`src/mmu_cfg.svh`:
```
`ifndef MMU_CFG_SVH
`define MMU_CFG_SVH

//////////////////////////////////////////////////
// tlb geometry
//////////////////////////////////////////////////
`define TLB_ENTRIES 16
`define TLB_IDX_W   4
`define ASID_W      8

//////////////////////////////////////////////////
// segment map
//////////////////////////////////////////////////
// kseg0 and kseg1 are unmapped, kseg2 starts the mapped upper half
`define KSEG0_BASE  32'h8000_0000
`define KSEG1_BASE  32'hA000_0000
`define KSEG2_BASE  32'hC000_0000

`endif

```
`src/mmu_pkg.sv`:
```
`include "mmu_cfg.svh"

package mmu_pkg;

    // tlb instructions
    typedef enum logic [2:0] {
        TLB_NOP       = 3'd0,
        TLB_READ      = 3'd1,
        TLB_WRITE_IDX = 3'd2,
        TLB_WRITE_RND = 3'd3,
        TLB_PROBE     = 3'd4
    } tlb_op_e;

    typedef enum logic [1:0] {
        CTL_IDLE = 2'd0,
        CTL_EXEC = 2'd1,
        CTL_DONE = 2'd2
    } ctl_state_e;

    // cp0 register select, tlb related only
    typedef enum logic [2:0] {
        SEL_INDEX    = 3'd0,
        SEL_ENTRYHI  = 3'd1,
        SEL_ENTRYLO0 = 3'd2,
        SEL_ENTRYLO1 = 3'd3,
        SEL_WIRED    = 3'd4,
        SEL_RANDOM   = 3'd5
    } cp0_sel_e;

    // one dual-page entry, even page then odd page
    typedef struct packed {
        logic [18:0]        vpn2;
        logic [`ASID_W-1:0] asid;
        logic               g;
        logic [19:0]        pfn0;
        logic [2:0]         c0;
        logic               d0;
        logic               v0;
        logic [19:0]        pfn1;
        logic [2:0]         c1;
        logic               d1;
        logic               v1;
    } tlb_entry_t;

endpackage

```
`src/tlb_if.sv`:
```
`include "mmu_cfg.svh"

// one associative search port, results valid in the same cycle
interface tlb_search_if;
    logic [18:0]           vpn2;
    logic                  odd_page;
    logic [`ASID_W-1:0]    asid;
    logic                  found;
    logic [`TLB_IDX_W-1:0] index;
    logic [19:0]           pfn;
    logic [2:0]            c;
    logic                  d;
    logic                  v;

    modport requester (output vpn2, odd_page, asid, input found, index, pfn, c, d, v);
    modport responder (input vpn2, odd_page, asid, output found, index, pfn, c, d, v);
    // probe result only
    modport observer (input found, index);
endinterface


```
`src/mmu_translate.sv`:
```
`include "mmu_cfg.svh"

module mmu_translate import mmu_pkg::*; (
    input  logic [31:0]        iaddr,
    input  logic [31:0]        daddr,
    input  logic               d_write,
    input  logic               probe_active,
    input  logic [18:0]        entryhi_vpn2,
    input  logic [`ASID_W-1:0] cur_asid,
    tlb_search_if.requester    si,
    tlb_search_if.requester    sd,
    output logic [31:0]        i_paddr,
    output logic [31:0]        d_paddr,
    output logic               i_refill,
    output logic               i_invalid,
    output logic               d_refill,
    output logic               d_invalid,
    output logic               d_modify
);

    localparam logic [31:0] KSEG0 = `KSEG0_BASE;
    localparam logic [31:0] KSEG1 = `KSEG1_BASE;

    logic i_kseg0;
    logic i_kseg1;
    logic d_kseg0;
    logic d_kseg1;

    // unmapped segments decode on the top three bits
    assign i_kseg0 = (iaddr[31:29] == KSEG0[31:29]);
    assign i_kseg1 = (iaddr[31:29] == KSEG1[31:29]);
    assign d_kseg0 = (daddr[31:29] == KSEG0[31:29]);
    assign d_kseg1 = (daddr[31:29] == KSEG1[31:29]);

    //////////////////////////////////////////////////
    // search requests
    //////////////////////////////////////////////////
    assign si.vpn2     = iaddr[31:13];
    assign si.odd_page = iaddr[12];
    assign si.asid     = cur_asid;

    // tlbp borrows the data port for its exec cycle
    assign sd.vpn2     = probe_active ? entryhi_vpn2 : daddr[31:13];
    assign sd.odd_page = daddr[12];
    assign sd.asid     = cur_asid;

    //////////////////////////////////////////////////
    // fetch side
    //////////////////////////////////////////////////
    always_comb begin
        i_paddr   = {si.pfn, iaddr[11:0]};
        i_refill  = 1'b0;
        i_invalid = 1'b0;
        if (i_kseg0) begin
            i_paddr = iaddr - KSEG0;
        end else if (i_kseg1) begin
            i_paddr = iaddr - KSEG1;
        end else begin
            i_refill  = !si.found;
            i_invalid = si.found && !si.v;
        end
    end

    //////////////////////////////////////////////////
    // data side
    //////////////////////////////////////////////////
    always_comb begin
        d_paddr   = {sd.pfn, daddr[11:0]};
        d_refill  = 1'b0;
        d_invalid = 1'b0;
        d_modify  = 1'b0;
        if (d_kseg0) begin
            d_paddr = daddr - KSEG0;
        end else if (d_kseg1) begin
            d_paddr = daddr - KSEG1;
        end else begin
            d_refill  = !sd.found;
            d_invalid = sd.found && !sd.v;
            // store to a clean page
            d_modify  = sd.found && d_write && !sd.d;
        end
    end

endmodule

```
`src/flat_wrapper.sv`:
```
// flat-port wrapper written by rule: the top's interface ports become plain ports
module mmu_translate_flat import mmu_pkg::*;
  (iaddr, daddr, d_write, probe_active, entryhi_vpn2, cur_asid, i_paddr, d_paddr, i_refill, i_invalid, d_refill, d_invalid, d_modify, si_vpn2, si_odd_page, si_asid, si_found, si_index, si_pfn, si_c, si_d, si_v, sd_vpn2, sd_odd_page, sd_asid, sd_found, sd_index, sd_pfn, sd_c, sd_d, sd_v);
  tlb_search_if si_i ();
  tlb_search_if sd_i ();
  input  logic [31:0] iaddr;
  input  logic [31:0] daddr;
  input  logic d_write;
  input  logic probe_active;
  input  logic [18:0] entryhi_vpn2;
  input  logic [`ASID_W-1:0] cur_asid;
  output logic [31:0] i_paddr;
  output logic [31:0] d_paddr;
  output logic i_refill;
  output logic i_invalid;
  output logic d_refill;
  output logic d_invalid;
  output logic d_modify;
  output wire logic [$bits(si_i.vpn2)-1:0] si_vpn2;
  output wire logic [$bits(si_i.odd_page)-1:0] si_odd_page;
  output wire logic [$bits(si_i.asid)-1:0] si_asid;
  input wire logic [$bits(si_i.found)-1:0] si_found;
  input wire logic [$bits(si_i.index)-1:0] si_index;
  input wire logic [$bits(si_i.pfn)-1:0] si_pfn;
  input wire logic [$bits(si_i.c)-1:0] si_c;
  input wire logic [$bits(si_i.d)-1:0] si_d;
  input wire logic [$bits(si_i.v)-1:0] si_v;
  output wire logic [$bits(sd_i.vpn2)-1:0] sd_vpn2;
  output wire logic [$bits(sd_i.odd_page)-1:0] sd_odd_page;
  output wire logic [$bits(sd_i.asid)-1:0] sd_asid;
  input wire logic [$bits(sd_i.found)-1:0] sd_found;
  input wire logic [$bits(sd_i.index)-1:0] sd_index;
  input wire logic [$bits(sd_i.pfn)-1:0] sd_pfn;
  input wire logic [$bits(sd_i.c)-1:0] sd_c;
  input wire logic [$bits(sd_i.d)-1:0] sd_d;
  input wire logic [$bits(sd_i.v)-1:0] sd_v;
  assign si_vpn2 = si_i.vpn2;
  assign si_odd_page = si_i.odd_page;
  assign si_asid = si_i.asid;
  assign si_i.found = si_found;
  assign si_i.index = si_index;
  assign si_i.pfn = si_pfn;
  assign si_i.c = si_c;
  assign si_i.d = si_d;
  assign si_i.v = si_v;
  assign sd_vpn2 = sd_i.vpn2;
  assign sd_odd_page = sd_i.odd_page;
  assign sd_asid = sd_i.asid;
  assign sd_i.found = sd_found;
  assign sd_i.index = sd_index;
  assign sd_i.pfn = sd_pfn;
  assign sd_i.c = sd_c;
  assign sd_i.d = sd_d;
  assign sd_i.v = sd_v;
  mmu_translate u_core (.iaddr(iaddr), .daddr(daddr), .d_write(d_write), .probe_active(probe_active), .entryhi_vpn2(entryhi_vpn2), .cur_asid(cur_asid), .si(si_i), .sd(sd_i), .i_paddr(i_paddr), .d_paddr(d_paddr), .i_refill(i_refill), .i_invalid(i_invalid), .d_refill(d_refill), .d_invalid(d_invalid), .d_modify(d_modify));
endmodule
```
`config.mk`:
```
export PLATFORM = sky130hd
export DESIGN_NAME = mmu_translate_flat
export DESIGN_NICKNAME = d
export VERILOG_FILES = /design/src/mmu_pkg.sv /design/src/tlb_if.sv /design/src/mmu_translate.sv /design/src/flat_wrapper.sv
export VERILOG_INCLUDE_DIRS = /design/src /design/src/src
export SDC_FILE = /design/constraint.sdc
export NUM_CORES = 1
export LEC_CHECK = 0
export CAP_MARGIN = 25
export CORE_AREA = 3 3 107 109
export DETAILED_ROUTE_END_ITERATION = 8
export DIE_AREA = 0 0 110 112
export DONT_BUFFER_PORTS = 1
export GPL_TIMING_DRIVEN = 0
export PLACE_DENSITY_LB_ADDON = 0.15
export SLEW_MARGIN = 20
export SYNTH_ARGS = -nofsm -noshare
export SYNTH_HDL_FRONTEND = slang
export SYNTH_SLANG_ARGS = --single-unit
```
`constraint.sdc`:
```
create_clock -name vclk -period 3.5
set_input_delay 0.7 -clock vclk [all_inputs]
set_output_delay 0.7 -clock vclk [all_outputs]
set_load 0.005 [all_outputs]
```
==> reports/qor.yml, run 1 <==
vdd_drop_max_mv: 0.0341
cp_max_fo: 10
setup.worst_path.class: "in2out"
drt_iter0_markers: 28
min_period_over_period_pct: 75.9
finish.utilization_pct: 15.1
vias: 1181
ant_nets: 0
yosysSeqAreaShare_pct: 0
fin_ws_ps: 842
finalNetCount: 328
dp_hpwl_um: 4970
drc: 0
fillers: 1214
status: "finished clean"
start_util_pct: 13.4
finalSetupViolations: 0
hold_buffers: 0
post_cts_buffers: 0
die_height_um: 112
syn_inst: 167
firstDrtPassIters: 4
rows: 38
first_global_vias: 1127
final-hold-violation-count: 0
die_w_um: 110
crit_end: "d_paddr[22]"
io_buffers: 0
ys_top_cells_by_area: "mux2_2, buf_4, mux2_4"
design_area_um2: 1610
ys_types: 22
start_kind: "input port"
slowest_delay_ps: 400
viasPerCell: 3.85
flops_and_latches: 0
synth_warnings: 0
grt_max_degree: 11
areaGrowthSynthToFinish_pct: 12.2
max-cap-violations: 0
drt-total-wl_um: 5200
hold_class: "in2out"
core_area_um2: 10700
grt-ovfl-total: 0
synth_top_area_share_pct: 33.7
placed_cells: 307
pre_cts_slack_ps: 810
nClkBuffers: 0
stdcell_count: 307
endpoint_kind: "output pin"
gp_congestion: 0.707
layout_commonest_cell: "buf_4"
synth_top_cell_by_area: "mux2_2"
total_leakage_power_nw: 0.717
arrival_ps: 1960
final_layout_size_suffix_gt1_share_pct: 72.5
syn-num-nets: 326
setup_tns_ps: 0
syn_area_per_cell_um2: 8.59
grtUsageTotal_pct: 6.77
synth_area_um2: 1440
slew_headroom_pct: 71.2
fmax_ghz: 0.376
grt_pass1_wl_um: 6380
worstMarginPinSlew_ps: 430
cts_resized: 0
regArea_um2: 0
power.density_nw_per_um2: 119
rsz0062_at_grt: "no"
n_antenna_cell: 0
finalMaxSlewViolations: 0
antenna_found_initial: 1
wl_per_cell_um: 16.9
cp.required_ps: 2800
die-area_um2: 12300
crit_start: "daddr[30]"
ios: 278
crit_path_cell_trace: "inv_1 > ha_1 > o21ai_4 > buf_12 > mux2_4"
layout_common_cells: "buf_4, mux2_2, mux2_4"
critical_path.slowest_cell: "o21ai_4"
finalCriticalPeriod_ps: 2660
dpl_cell_area_um2: 1610
[how the worst min path moves through the flow]
stage                     startpoint        to  cells after the start
after detailed placement        sd_d  d_modify                      1
after CTS                       sd_d  d_modify                      1
final                           sd_d  d_modify                      1
after floorplan                 sd_d  d_modify                      1
after global routing            sd_d  d_modify                      1
after global placement          sd_d  d_modify                      1
[Yosys cell counts, drive strengths merged, types with 2 or more instances]
cell type  count
buf           66
mux2          51
o21ai          8
inv            7
ha             6
nand2          5
nor2           5
nand3          4
a21oi          3
o22ai          3
nor2b          2
nor3b          2
o21a           2
[per-layer routing]
metal | vias up | GRT usage, % | share of wire [%]
li1 | 513 | - | -
met1 | 518 | 6.06 | 28
met2 | 146 | 15.5 | 60
met3 | 2 | 1.04 | 12
met4 | 2 | 0 | 0.077
met5 | - | 0 | 0.31
[report_power, final]
| group | switching (W) | internal (W) | total [W] |
|---|---|---|---|
| Clock | 0 | 0 | 0 |
| Combinational | 0.0000795 | 0.000112 | 0.000191 |
| Sequential | 0 | 0 | 0 |
| Total | 0.0000795 | 0.000112 | 0.000191 |
[cell type report]
type | count | area, um2 | share of cell area, %
Inverter | 7 | 26.3 | 1.63
Buffer | 67 | 517 | 32.1
Multi-Input combinational cell | 93 | 892 | 55.4
Tap cell | 140 | 175 | 10.9
[logic make-up (layout without fill, tap and decap cells)]
kind of cell               Yosys count  in the layout  share of synthesized area [%]
adders and majority gates            6              6                           5.23
buffers and inverters               74             74                           37.8
muxes                               51             51                           42.1
AOI/OAI and AO/OA                   17             17                           7.58
and+or+nand+nor                     19             19                           7.24
[worst max-delay path: cells and delay by family]
family          cells  cell delay [ps]
compound gates      1              400
mux                 1              310
fa+ha+maj           1              280
buf+inv             2              270
[stage by stage]
step           total power (W)  hold slack, ps
2_1_floorplan         0.000169            1420
3_3_place_gp          0.000200            1430
3_5_place_dp          0.000196            1430
4_1_cts               0.000197            1430
5_1_grt               0.000210            1430
6_report              0.000191            1430
Power figures use the tool's default switching activity.
==> run 2: changes to the inputs <==
--- a/config.mk
+++ b/config.mk
@@ -6,10 +6,11 @@
 export SDC_FILE = /design/constraint.sdc
 export NUM_CORES = 1
 export LEC_CHECK = 0
+export ABC_AREA = 1
 export CAP_MARGIN = 25
-export CORE_AREA = 3 3 107 109
+export CORE_AREA = 3 3 106 108
 export DETAILED_ROUTE_END_ITERATION = 8
-export DIE_AREA = 0 0 110 112
+export DIE_AREA = 0 0 109 111
 export DONT_BUFFER_PORTS = 1
 export GPL_TIMING_DRIVEN = 0
 export PLACE_DENSITY_LB_ADDON = 0.15
==> constraint.sdc (replaced) <==
create_clock -name vclk -period 2.67
set_input_delay 0.534 -clock vclk [all_inputs]
set_output_delay 0.534 -clock vclk [all_outputs]
set_load 0.005 [all_outputs]
==> reports/qor.yml, run 2 <==
layout_commonest_cell: "nand2_1"
dp_hpwl_um: 5720  # +15%
cp.required_ps: 2140  # -660 ps
grtUsageTotal_pct: 8.78  # +2.0 points
antenna_found_initial: 0  # -1
hold_class: "in2out"
ys_top_cells_by_area: "buf_4, nand2_1, nand3_1"
cp_max_fo: 10  # unchanged
cts_resized: 0  # unchanged
firstDrtPassIters: 4  # unchanged
max-cap-violations: 0  # unchanged
finalNetCount: 449  # +37%
vias: 1708  # +45%
rsz0062_at_grt: "no"
grt_use_met3_pct: 0.874  # -0.17 points
hold_buffers: 0  # unchanged
endpoint_kind: "output pin"
wl_per_cell_um: 15.2  # -10%
fmax_ghz: 0.492
busiest_layer: "met2"
finalMaxSlewViolations: 0  # unchanged
yosys-top-cells-count: "nand2_1, buf_4, nand3_1, inv_1, o21ai_0"
die-area_um2: 12100  # -1.8%
die_w_um: 109  # -0.91%
first_global_vias: 1617  # +43%
syn-num-nets: 447  # +37%
viasPerCell: 4.03  # +4.7%
gp_congestion: 0.652  # -7.8%
arrival_ps: 1500  # -460 ps
synth_top_area_share_pct: 31.3  # -2.5 points
worstMarginPinSlew_ps: 400  # -29.8 ps
grt_max_degree: 11  # unchanged
synth_top_cell_by_area: "buf_4"
total_leakage_power_nw: 0.985  # +37%
yosysMostFrequentCell: "nand2_1"
vdd_drop_max_mv: 0.0349  # +2.4%
io_buffers: 0  # unchanged
grt-ovfl-total: 0  # unchanged
final_layout_size_suffix_gt1_share_pct: 27.1  # -45 points
ys_types: 14  # -36%
drc: 0  # unchanged
start_util_pct: 14.4  # +1.0 points
die_height_um: 111  # -0.89%
setup.worst_path.class: "in2out"
power.density_nw_per_um2: 153  # +29%
layout_common_cells: "nand2_1, buf_4, nand3_1"
flops_and_latches: 0  # unchanged
start_kind: "input port"
n_antenna_cell: 0  # unchanged
ant_nets: 0  # unchanged
met1_usage_pct: 10.0  # +4.0 points
status: "finished clean"
yosysSeqAreaShare_pct: 0  # unchanged
nClkBuffers: 0  # unchanged
setup_tns_ps: 0  # unchanged
regArea_um2: 0  # unchanged
drt-total-wl_um: 6440  # +24%
min_period_over_period_pct: 76.1
ios: 278  # unchanged
syn_area_per_cell_um2: 5.17  # -40%
finalSetupViolations: 0  # unchanged
grt_pass1_wl_um: 8620  # +35%
syn_inst: 288  # +72%
grt.met2_usage_pct: 17.9  # +2.4 points
final-hold-violation-count: 0  # unchanged
synth_area_um2: 1490  # +3.7%
drt_iter0_markers: 55  # +96%
areaGrowthSynthToFinish_pct: 11.4
post_cts_buffers: 0  # unchanged
core_area_um2: 10300  # -3.5%
rows: 37  # -2.6%
synth_warnings: 0  # unchanged
slew_headroom_pct: 73.3  # +2.1 points
finalCriticalPeriod_ps: 2030
hold_ws_ps: 1100  # -325 ps
run 2: cell count changes in the layout (fill, tap and decap cells not counted), sizes merged, moves of 2 or more:
cell | before | now
buf | 66 | 74
inv | 7 | 27
mux2 | 51 | 0
nand2 | 5 | 108
nand3 | 4 | 46
nor2b | 2 | 0
nor3b | 2 | 0
o21a | 2 | 0
o21ai | 8 | 19
o22ai | 3 | 0
run 2: cells by family after synthesis:
family	after synthesis	share of synthesized area (%)
adders and majority gates	6	5.05
AOI/OAI and AO/OA	21	7.06
and+or+nand+nor	159	45.1
buffers and inverters	102	42.8
run 2: per-layer routing:
metal / part of all wire [%] / up-vias
li1: - / 832
met1: 36 / 735
met2: 54 / 141
met3: 10 / 0
met4: 0 / 0
met5: 0 / -
run 2: power by group:
| part | internal [W] | switching, W | total (W) |
|---|---|---|---|
| Sequential | 0 | 0 | 0 |
| Clock | 0 | 0 | 0 |
| Combinational | 0.000114 | 0.000140 | 0.000253 |
| Total | 0.000114 | 0.000140 | 0.000253 |
run 2: final cells by class:
cell class	count	area (um2)
inverter	27	101
multi-input combinational	186	851
buffer	75	536
fill	1229	8670
tap	136	170
run 2: worst max-delay path: stages:
cell and delay (ps):
inv_1 70, ha_1 220, nand2_1 120, nand2_2 190, buf_4 210, nand2_1 60
nand2_1 80
run 2: path summary, 6_finish.rpt:
path	from	to	slack [ps]	cells after the start
max	iaddr[30]	i_paddr[25]	640	7
min	si_v	i_invalid	1100	1
run 2: through the flow:
| stage | instances | worst slack, ps | power, W | util (%) | instance area, um2 |
|---|---|---|---|---|---|
| final | 424 | 639 | 0.000253 | 16.1 | 1660 |
| after global routing | 424 | 490 | 0.000288 | 16.1 | 1660 |
| after CTS | 424 | 598 | 0.000262 | 16.1 | 1660 |
| after detailed placement | 424 | 598 | 0.000262 | 16.1 | 1660 |
| after global placement | 424 | 573 | 0.000263 | 16.1 | 1660 |
| after floorplan | 288 | 830 | 0.000212 | - | 1490 |
